`config.mk`:
```
export PLATFORM = sky130hd
export DESIGN_NAME = ioMemory
export DESIGN_NICKNAME = d
export VERILOG_FILES = /design/src/design/ioMapPkg.sv /design/src/design/soundPkg.sv /design/src/design/nesController.sv /design/src/design/soundCmdQueue.sv /design/src/design/soundGenerator.sv /design/src/design/ioMemory.sv
export SDC_FILE = /design/constraint.sdc
export NUM_CORES = 1
export LEC_CHECK = 0
export ABC_CLOCK_PERIOD_IN_PS = 7500
export BUFFER_PORTS_ARGS = -buffer_cell sky130_fd_sc_hd__buf_2
export CAP_MARGIN = 20
export CORE_UTILIZATION = 30
export DETAILED_ROUTE_END_ITERATION = 8
export PLACE_DENSITY = 0.51
export RECOVER_POWER = 25
export SYNTH_ARGS = -nofsm -noshare
export SYNTH_HDL_FRONTEND = slang
export SYNTH_SLANG_ARGS = --single-unit
```
`constraint.sdc`:
```
create_clock -name clk -period 7.5 [get_ports clk]
set_input_delay 1.5 -clock clk [delete_from_list [all_inputs] [get_ports clk]]
set_output_delay 1.5 -clock clk [all_outputs]
set_load 0.02 [all_outputs]
```
`src/design/ioMapPkg.sv`:
```
package ioMapPkg;

	////////////////////////////////////////////////////////////////////////////
	// Address regions, selected by the top two address bits
	////////////////////////////////////////////////////////////////////////////

	// Nothing mapped here
	localparam logic [1:0] regionUnused = 2'b00;
	// LED output register
	localparam logic [1:0] regionLed = 2'b01;
	// Sound command port, write only
	localparam logic [1:0] regionSound = 2'b10;
	// Game pad buttons, read only
	localparam logic [1:0] regionPad = 2'b11;

	////////////////////////////////////////////////////////////////////////////
	// Bus and pad sizes
	////////////////////////////////////////////////////////////////////////////

	// Processor data word
	localparam int defDataWidth = 8;
	// Processor address, region bits included
	localparam int defAddrBits = 14;

	// Four pads packed into one 32-bit read word
	localparam int padCount = 4;
	// A, B, Select, Start, Up, Down, Left, Right
	localparam int padBits = 8;

endpackage

```
`src/design/soundPkg.sv`:
```
package soundPkg;

	////////////////////////////////////////////////////////////////////////////
	// Command codes
	////////////////////////////////////////////////////////////////////////////

	localparam int cmdWidth = 2;

	// Short falling sweep on melody only
	localparam logic [cmdWidth-1:0] cmdLaser = 2'b01;
	// Slow descending tune on melody and bass
	localparam logic [cmdWidth-1:0] cmdDeath = 2'b11;
	// Codes 00 and 10 play silence for one command length

	////////////////////////////////////////////////////////////////////////////
	// Note tables
	////////////////////////////////////////////////////////////////////////////

	// Every command is this many notes long
	localparam int notesPerCmd = 4;

	// Half-periods in clock cycles, entry 0 plays first
	// Longer half-period means lower pitch
	localparam logic [notesPerCmd-1:0][15:0] laserHalfPeriod =
		{16'd768, 16'd512, 16'd384, 16'd256};

	// Death melody walks down
	localparam logic [notesPerCmd-1:0][15:0] deathMelodyHalf =
		{16'd1024, 16'd768, 16'd640, 16'd512};

	// Bass holds two low notes under the melody
	localparam logic [notesPerCmd-1:0][15:0] deathBassHalf =
		{16'd1024, 16'd1024, 16'd768, 16'd768};

	////////////////////////////////////////////////////////////////////////////
	// Timing and queue defaults
	////////////////////////////////////////////////////////////////////////////

	// About an eighth of a second at 50 MHz
	localparam int defNoteCycles = 6250000;
	localparam int defQueueDepth = 4;

endpackage

```
`src/design/nesController.sv`:
```
`timescale 1ns/1ps

module nesController #(
	parameter int tickDiv = 250
) (
	input  logic clk,
	input  logic rstN,
	input  logic data,
	output logic latch,
	output logic pulse,
	output logic [ioMapPkg::padBits-1:0] buttons
);

	// Divider width, at least one bit
	localparam int divW = (tickDiv > 1) ? $clog2(tickDiv) : 1;

	// Frame landmarks in ticks
	localparam logic [4:0] lastTick = 5'd31;
	localparam logic [4:0] firstPulseTick = 5'd2;
	localparam logic [4:0] lastPulseTick = 5'd14;
	localparam logic [4:0] firstSampleTick = 5'd1;
	localparam logic [4:0] lastSampleTick = 5'd15;
	localparam logic [4:0] byteTick = 5'd17;

	logic [divW-1:0] divCnt;
	logic tickEnd;
	logic [4:0] tickCnt;
	logic sampleTick;
	logic [ioMapPkg::padBits-1:0] shiftReg;

	////////////////////////////////////////////////////////////////////////////
	// Tick timing
	////////////////////////////////////////////////////////////////////////////

	// Last clock of the current tick
	assign tickEnd = (divCnt == divW'(tickDiv - 1));

	always_ff @(posedge clk)
	begin
		if (!rstN)
			divCnt <= '0;
		else if (tickEnd)
			divCnt <= '0;
		else
			divCnt <= divCnt + 1'b1;
	end

	// Reset parks the counter in the idle tail of a frame
	// so latch and pulse stay low until tick 0 comes round
	always_ff @(posedge clk)
	begin
		if (!rstN)
			tickCnt <= lastTick;
		else if (tickEnd)
			tickCnt <= tickCnt + 1'b1;
	end

	////////////////////////////////////////////////////////////////////////////
	// Pad strobes
	////////////////////////////////////////////////////////////////////////////

	// Latch loads the pad's shift register
	assign latch = (tickCnt == 5'd0);

	// Even ticks 2 to 14 advance the pad to the next button
	assign pulse = !tickCnt[0] && (tickCnt >= firstPulseTick) && (tickCnt <= lastPulseTick);

	// Odd ticks 1 to 15, one per button
	assign sampleTick = tickCnt[0] && (tickCnt >= firstSampleTick)
		&& (tickCnt <= lastSampleTick);

	////////////////////////////////////////////////////////////////////////////
	// Button capture
	////////////////////////////////////////////////////////////////////////////

	// Line is active low, store pressed as 1
	// First sample ends up in bit 0 after eight shifts
	always_ff @(posedge clk)
	begin
		if (tickEnd && sampleTick)
			shiftReg <= {~data, shiftReg[ioMapPkg::padBits-1:1]};
	end

	// Publish the full byte once per frame
	always_ff @(posedge clk)
	begin
		if (!rstN)
			buttons <= '0;
		else if (tickEnd && (tickCnt == byteTick))
			buttons <= shiftReg;
	end

endmodule

```
`src/design/soundCmdQueue.sv`:
```
`timescale 1ns/1ps

module soundCmdQueue #(
	parameter int depth = 4,
	parameter int width = 2
) (
	input  logic clk,
	input  logic rstN,
	input  logic push,
	input  logic [width-1:0] dataIn,
	input  logic pop,
	output logic [width-1:0] dataOut,
	output logic empty
);

	localparam int ptrW = (depth > 1) ? $clog2(depth) : 1;
	localparam int cntW = $clog2(depth + 1);

	logic [width-1:0] mem [depth];
	logic [ptrW-1:0] wrPtr;
	logic [ptrW-1:0] rdPtr;
	logic [cntW-1:0] count;
	logic full;
	logic doPush;
	logic doPop;

	assign empty = (count == '0);
	assign full = (count == cntW'(depth));

	// Full queue drops the push, empty queue ignores the pop
	assign doPush = push && !full;
	assign doPop = pop && !empty;

	// Oldest entry, valid while not empty
	assign dataOut = mem[rdPtr];

	always_ff @(posedge clk)
	begin
		if (doPush)
			mem[wrPtr] <= dataIn;
	end

	////////////////////////////////////////////////////////////////////////////
	// Pointers and occupancy
	////////////////////////////////////////////////////////////////////////////

	always_ff @(posedge clk)
	begin
		if (!rstN)
		begin
			wrPtr <= '0;
			rdPtr <= '0;
			count <= '0;
		end
		else
		begin
			// Pointers wrap at depth, which need not be a power of two
			if (doPush)
				wrPtr <= (wrPtr == ptrW'(depth - 1)) ? '0 : wrPtr + 1'b1;
			if (doPop)
				rdPtr <= (rdPtr == ptrW'(depth - 1)) ? '0 : rdPtr + 1'b1;
			// Push and pop together leave the count alone
			if (doPush && !doPop)
				count <= count + 1'b1;
			else if (doPop && !doPush)
				count <= count - 1'b1;
		end
	end

endmodule

```
`src/design/soundGenerator.sv`:
```
`timescale 1ns/1ps

module soundGenerator #(
	parameter int noteCycles = 6250000,
	parameter int halfScale = 0
) (
	input  logic clk,
	input  logic rstN,
	input  logic [soundPkg::cmdWidth-1:0] cmd,
	input  logic cmdReady,
	output logic cmdPop,
	output logic soundMelody,
	output logic soundBass
);

	localparam int noteW = $clog2(noteCycles + 1);
	localparam int idxW = $clog2(soundPkg::notesPerCmd);

	logic busy;
	logic [soundPkg::cmdWidth-1:0] cmdReg;
	logic [idxW-1:0] noteIdx;
	logic [noteW-1:0] noteCnt;
	logic noteEnd;
	logic lastNote;
	logic [15:0] melCnt;
	logic [15:0] bassCnt;
	logic [15:0] melHalf;
	logic [15:0] bassHalf;
	logic [15:0] melLimit;
	logic [15:0] bassLimit;
	logic melOn;
	logic bassOn;

	// Take the head of the queue as soon as we are free
	assign cmdPop = !busy && cmdReady;

	assign noteEnd = (noteCnt == noteW'(noteCycles - 1));
	assign lastNote = (noteIdx == idxW'(soundPkg::notesPerCmd - 1));

	////////////////////////////////////////////////////////////////////////////
	// Tone selection
	////////////////////////////////////////////////////////////////////////////

	// Laser and death both drive melody, only death drives bass
	assign melOn = (cmdReg == soundPkg::cmdLaser) || (cmdReg == soundPkg::cmdDeath);
	assign bassOn = (cmdReg == soundPkg::cmdDeath);

	// Table half-periods, scaled down for short tones
	assign melHalf = ((cmdReg == soundPkg::cmdLaser) ? soundPkg::laserHalfPeriod[noteIdx]
		: soundPkg::deathMelodyHalf[noteIdx]) >> halfScale;
	assign bassHalf = soundPkg::deathBassHalf[noteIdx] >> halfScale;

	// Terminal counts, zero half-period toggles every cycle
	assign melLimit = (melHalf == '0) ? '0 : melHalf - 1'b1;
	assign bassLimit = (bassHalf == '0) ? '0 : bassHalf - 1'b1;

	always_ff @(posedge clk)
	begin
		if (cmdPop)
			cmdReg <= cmd;
	end

	////////////////////////////////////////////////////////////////////////////
	// Command sequencing
	////////////////////////////////////////////////////////////////////////////

	always_ff @(posedge clk)
	begin
		if (!rstN)
		begin
			busy <= 1'b0;
			noteIdx <= '0;
			noteCnt <= '0;
		end
		else if (cmdPop)
		begin
			busy <= 1'b1;
			noteIdx <= '0;
			noteCnt <= '0;
		end
		else if (busy)
		begin
			if (noteEnd)
			begin
				noteCnt <= '0;
				noteIdx <= noteIdx + 1'b1;
				// Four notes done, back to idle
				if (lastNote)
					busy <= 1'b0;
			end
			else
				noteCnt <= noteCnt + 1'b1;
		end
	end

	////////////////////////////////////////////////////////////////////////////
	// Square waves
	////////////////////////////////////////////////////////////////////////////

	always_ff @(posedge clk)
	begin
		if (!rstN || cmdPop || !busy || (noteEnd && lastNote))
		begin
			// Pins idle low between commands
			melCnt <= '0;
			bassCnt <= '0;
			soundMelody <= 1'b0;
			soundBass <= 1'b0;
		end
		else if (noteEnd)
		begin
			// Each note starts its waves from a fresh count
			melCnt <= '0;
			bassCnt <= '0;
		end
		else
		begin
			if (melCnt >= melLimit)
			begin
				melCnt <= '0;
				soundMelody <= melOn ? ~soundMelody : 1'b0;
			end
			else
				melCnt <= melCnt + 1'b1;
			if (bassCnt >= bassLimit)
			begin
				bassCnt <= '0;
				soundBass <= bassOn ? ~soundBass : 1'b0;
			end
			else
				bassCnt <= bassCnt + 1'b1;
		end
	end

endmodule

```
`src/design/ioMemory.sv`:
```
`timescale 1ns/1ps

module ioMemory #(
	parameter int dataWidth = ioMapPkg::defDataWidth,
	parameter int addrBits = ioMapPkg::defAddrBits,
	parameter int tickDiv = 250,
	parameter int noteCycles = soundPkg::defNoteCycles,
	parameter int queueDepth = soundPkg::defQueueDepth,
	parameter int halfScale = 0
) (
	input  logic clk,
	input  logic rstN,
	input  logic en,
	input  logic memWrite,
	input  logic [addrBits-1:0] address,
	input  logic [dataWidth-1:0] writeData,
	input  logic [ioMapPkg::padCount-1:0] padData,
	output logic [31:0] ioData,
	output logic [ioMapPkg::padCount-1:0] padLatch,
	output logic [ioMapPkg::padCount-1:0] padPulse,
	output logic [dataWidth-1:0] leds,
	output logic soundMelody,
	output logic soundBass
);

	logic [1:0] region;
	logic writeEn;
	logic [ioMapPkg::padCount-1:0][ioMapPkg::padBits-1:0] padButtons;
	logic cmdPush;
	logic [soundPkg::cmdWidth-1:0] cmdIn;
	logic [soundPkg::cmdWidth-1:0] cmdOut;
	logic cmdPop;
	logic queueEmpty;

	// Top two address bits pick the region
	assign region = address[addrBits-1 -: 2];
	assign writeEn = en && memWrite;

	////////////////////////////////////////////////////////////////////////////
	// Processor writes
	////////////////////////////////////////////////////////////////////////////

	always_ff @(posedge clk)
	begin
		if (!rstN)
		begin
			leds <= '0;
			cmdPush <= 1'b0;
		end
		else
		begin
			// Push is a single-cycle strobe
			cmdPush <= 1'b0;
			if (writeEn)
			begin
				case (region)
					ioMapPkg::regionLed:
						leds <= writeData;
					// Writing the pad region blanks the LEDs
					ioMapPkg::regionPad:
						leds <= '0;
					ioMapPkg::regionSound:
						cmdPush <= 1'b1;
					ioMapPkg::regionUnused:
						leds <= leds;
					default:
						leds <= leds;
				endcase
			end
		end
	end

	// Command code rides in the low data bits
	always_ff @(posedge clk)
	begin
		if (writeEn && (region == ioMapPkg::regionSound))
			cmdIn <= writeData[soundPkg::cmdWidth-1:0];
	end

	////////////////////////////////////////////////////////////////////////////
	// Processor reads
	////////////////////////////////////////////////////////////////////////////

	// Pad 4 lands in the top byte, pad 1 in the bottom byte
	assign ioData = address[addrBits-1] ? padButtons : '0;

	////////////////////////////////////////////////////////////////////////////
	// Pad readers
	////////////////////////////////////////////////////////////////////////////

	for (genvar i = 0; i < ioMapPkg::padCount; i++)
	begin : genPad
		nesController #(
			.tickDiv(tickDiv)
		) pad (
			.clk(clk),
			.rstN(rstN),
			.data(padData[i]),
			.latch(padLatch[i]),
			.pulse(padPulse[i]),
			.buttons(padButtons[i])
		);
	end

	////////////////////////////////////////////////////////////////////////////
	// Sound path
	////////////////////////////////////////////////////////////////////////////

	soundCmdQueue #(
		.depth(queueDepth),
		.width(soundPkg::cmdWidth)
	) cmdQueue0 (
		.clk(clk),
		.rstN(rstN),
		.push(cmdPush),
		.dataIn(cmdIn),
		.pop(cmdPop),
		.dataOut(cmdOut),
		.empty(queueEmpty)
	);

	soundGenerator #(
		.noteCycles(noteCycles),
		.halfScale(halfScale)
	) soundGen0 (
		.clk(clk),
		.rstN(rstN),
		.cmd(cmdOut),
		.cmdReady(!queueEmpty),
		.cmdPop(cmdPop),
		.soundMelody(soundMelody),
		.soundBass(soundBass)
	);

endmodule

```
==> flow_summary_export.csv <==
group,metric,value,unit
outcome,status,"finished clean",
placement,dp_hpwl,10.93,mm
critical_path,cp.arrival,2.46,ns
placement,dpl_cell_area,0.009607,mm²
critical_path,cpMostUsedCell,"buf_2",
sta,rsz0062_at_grt,"no",
die,coreArea,0.02894,mm²
final_layout,fillers,2942,
sta,finalHoldViolCount,0,
die,rows,62,
clock_network,cts-hold-fix-buffers,0,
drt,drtPass1Iterations,6,
drt,vias_per_cell,4.445,
clock_network,cts_resized,0,
placement,gp_congestion,0.7509,
final_layout,finalCoreUtilization,35.65,%
die,die_width,174.2,µm
critical_path,cpPeakStageDelay,0.49,ns
critical_path,path_cells,"buf_2 -> and2_1 -> buf_2",
die,initial_core_util,30.73,%
synth,syn_area_per_cell,10.22,µm²
job,cap_violations,0,
synth,yosys.area.top_type,"dfxtp_1",
synth,ys_warn_count,0,
power,power_leakage,0.003955,µW
power,power_density,235.5,mW/mm²
sta,maxSlewViolCount,0,
global_routing,grt_usage,10.90,%
synth,async_flop_share,0,%
global_routing,grt_pass1_vias,5762,
critical_path,crit_family,"buffers and inverters",
power,p_seq_share,48.9,%
sta,min_period,3.960,ns
clock_network,cts.path.max_buffers,3,
global_routing,grt_pass1_wl,27.86,mm
synth,ys_ff_latch,204,
final_layout,nets,1020,
power,swShare,23.81,%
drt,drtAntennaViolNets,0,
clock_network,tritoncts,"yes",
min_path,hold_start,"genPad[1].pad.shiftReg[1]",
min_path,hold_class,"register to register",
synth,synth_edf_count,44,
final_layout,diodes,0,
power,p_clk_share,43.4,%
drt,dr_total_vias,5956,
synth,synthTopCellsByArea,"dfxtp_1 36%, edfxtp_1 15%, ha_1 6.9%",
global_routing,globalRouteMet1Util,14.63,%
sta,setup_tns,0,ns
drt,drc_errors,0,
synth,dominantRegCellSynth,"dfxtp_1",
die,fp.dieH,174.2,µm
critical_path,start_kind,"input port",
synth,ys_types,48,
critical_path,worstPathRequired,6.00,ns
clock_network,clk_pin_slew,0.06,ns
clock_network,cts_made_buffers,23,
clock_network,postCtsSetupBuffers,0,
sta,fmax,252.5,MHz
global_routing,antenna_found_initial,0,
drt,wl_per_cell,12.26,µm
power,total_power,2430,µW
global_routing,grt_overflow_total,0,
sta,fin_skew,0.01148,ns
synth,synth_area,0.008891,mm²
final_layout,drive_gt1_share,11.61,%
die,ios,80,
sta,setup_viol,0,
power,p_sw,578.5,µW
critical_path,crit_buf_inv,2,
sta,tightestPinTransition,1.311,ns
clock_network,root_buffer,"clkbuf_16",
sta,slew_headroom,12.58,%
clock_network,cts.sinks,204,
global_routing,grt_busiest_layer,"met2",
critical_path,end_kind,"output pin",
critical_path,startpoint,"address[13]",
drt,dr.first_iter.drc_count,180,
drt,routed_wl,16.43,mm
placement,io_buffers,67,
critical_path,crit_type,"input port to output pin",
global_routing,grt_max_degree,54,
synth,seq_area_frac_synth,50.89,%
synth,synth_top_area_share,36.03,%
power,comb_power_share,7.7,%
critical_path,r2r_start,"soundGen0.noteIdx[0]",
final_layout,final_area,0.01032,mm²
global_routing,use_met2,17.63,%
die,dieArea,0.03033,mm²
power,ir_worst_vdd,0.0001346,V
sta,fin_crit_sh,52.80,%
power,p_int,1851,µW
clock_network,clk_latency,0.51,ns
synth,syn_inst,870,
critical_path,critPathSlowestCell,"buf_2",
global_routing,grtUsageMet3,2.362,%
critical_path,cp_max_fo,41,
clock_network,htreeDepth,1,
final_layout,syn_to_final_growth,16.03,%
-- power by group through the flow --
stage	logic, µW	registers [µW]	clock network, µW
6_report	187	1190	1050
5_1_grt	216	1190	1140
4_1_cts	191	1190	1100
3_5_place_dp	189	1210	0
3_3_place_gp	187	1210	0
2_1_floorplan	157	1200	0
-- synthesized netlist by cell type (13+ instances only) --
cell,number
o21ai_0,14
inv_1,33
nand2_1,48
dfxtp_1,160
mux2i_1,38
a21oi_1,18
edfxtp_1,44
nand3_1,40
and2_1,39
xnor2_1,37
nand4_1,13
nor4_1,14
and3_1,24
nor2_1,96
ha_1,49
nor2b_1,49
clkbuf_1,25
xor2_1,36
-- final cells by class --
type                       count  area (µm²)  area share (%)
timing repair buffer          73       379.1           3.675
multi-input combinational    604        4098           39.72
clock buffer                  35       671.9           6.513
clock inverter                 7       38.79          0.3760
sequential                   204        4524           43.86
tap                          384       480.5           4.657
inverter                      33       123.9           1.201
-- state kept, by name, summed over array words and instances, names as in the netlist --
| name | flops |
|---|---|
| soundGen0.noteCnt | 23 |
| genPad.pad.buttons | 32 |
| genPad.pad.shiftReg | 32 |
| cmdQueue0.rdPtr | 2 |
| soundGen0.soundBass | 1 |
| soundGen0.melCnt | 16 |
| cmdQueue0.wrPtr | 2 |
| genPad.pad.tickCnt | 20 |
| cmdQueue0.count | 3 |
| cmdQueue0.mem | 8 |
| leds | 8 |
| soundGen0.cmdReg | 2 |
| genPad.pad.divCnt | 32 |
| cmdIn | 2 |
| soundGen0.noteIdx | 2 |
| soundGen0.busy | 1 |
| cmdPush | 1 |
| soundGen0.soundMelody | 1 |
| soundGen0.bassCnt | 16 |
-- cell usage in the layout (no fill, tap or decap), types with 3 or more instances in the layout --
cell	n
or3_1	4
a31oi_1	5
and3_1	24
and2_0	4
buf_2	66
conb_1	10
dfxtp_1	160
nor2b_1	49
o211ai_1	5
nand2_1	48
nor3b_1	9
o21ai_0	14
a21oi_1	18
nor2_1	96
nand3_1	40
mux2i_1	38
nor3_1	9
a2111oi_0	4
clkinv_1	3
o211a_1	3
nand2b_1	6
inv_1	33
xor2_1	36
a21boi_0	4
nor4_1	14
edfxtp_1	44
clkbuf_16	24
clkbuf_8	3
clkbuf_1	9
and4_1	6
or2_2	3
nand4_1	13
buf_4	6
xnor2_1	37
and2_1	35
ha_1	49
-- metal layers --
| layer | vias to the layer above | wire (µm) | part of all wire, % |
|---|---|---|---|
| met5 | - | 0 | 0 |
| met4 | 0 | 348 | 2.1 |
| met3 | 29 | 639 | 3.9 |
| met2 | 80 | 7324 | 45 |
| met1 | 2761 | 8119 | 49 |
| li1 | 3086 | - | - |
-- path summary, 6_finish.rpt --
path / to / slack, ns / cells past startpoint
worst min register to register: genPad[1].pad.shiftReg[0] / 0.45 / 0
worst max register to register: soundGen0.soundMelody / 4.14 / 15
worst min-delay path: genPad[1].pad.shiftReg[0] / 0.45 / 0
worst max-delay path: ioData[26] / 3.54 / 3
-- kinds of logic (layout without fill, tap and decap cells) --
| logic type | after synthesis | after routing | share of synthesized area (%) |
|---|---|---|---|
| and+or+nand+nor | 371 | 371 | 22.15 |
| DFF | 204 | 204 | 50.89 |
| xor gates and xnor gates | 73 | 73 | 7.191 |
| buffers and inverters | 71 | 148 | 3.406 |
| AOI/OAI and AO/OA | 59 | 59 | 4.194 |
| adders and majority gates | 51 | 51 | 7.346 |
| muxes | 40 | 40 | 4.785 |
| other | 1 | 10 | 0.04218 |
-- metrics by stage --
| step | worst slack, ns | hold WS, ns | cells |
|---|---|---|---|
| final | 3.540 | 0.4473 | 1340 |
| after global routing | 3.361 | 0.4591 | 1340 |
| after CTS | 3.466 | 0.4532 | 1340 |
| after detailed placement | 3.466 | 0.4361 | 1298 |
| after global placement | 3.489 | 0.4331 | 1298 |
| after floorplan | 3.789 | 0.4261 | 879 |
No activity file was read; power rests on OpenSTA's default activity.
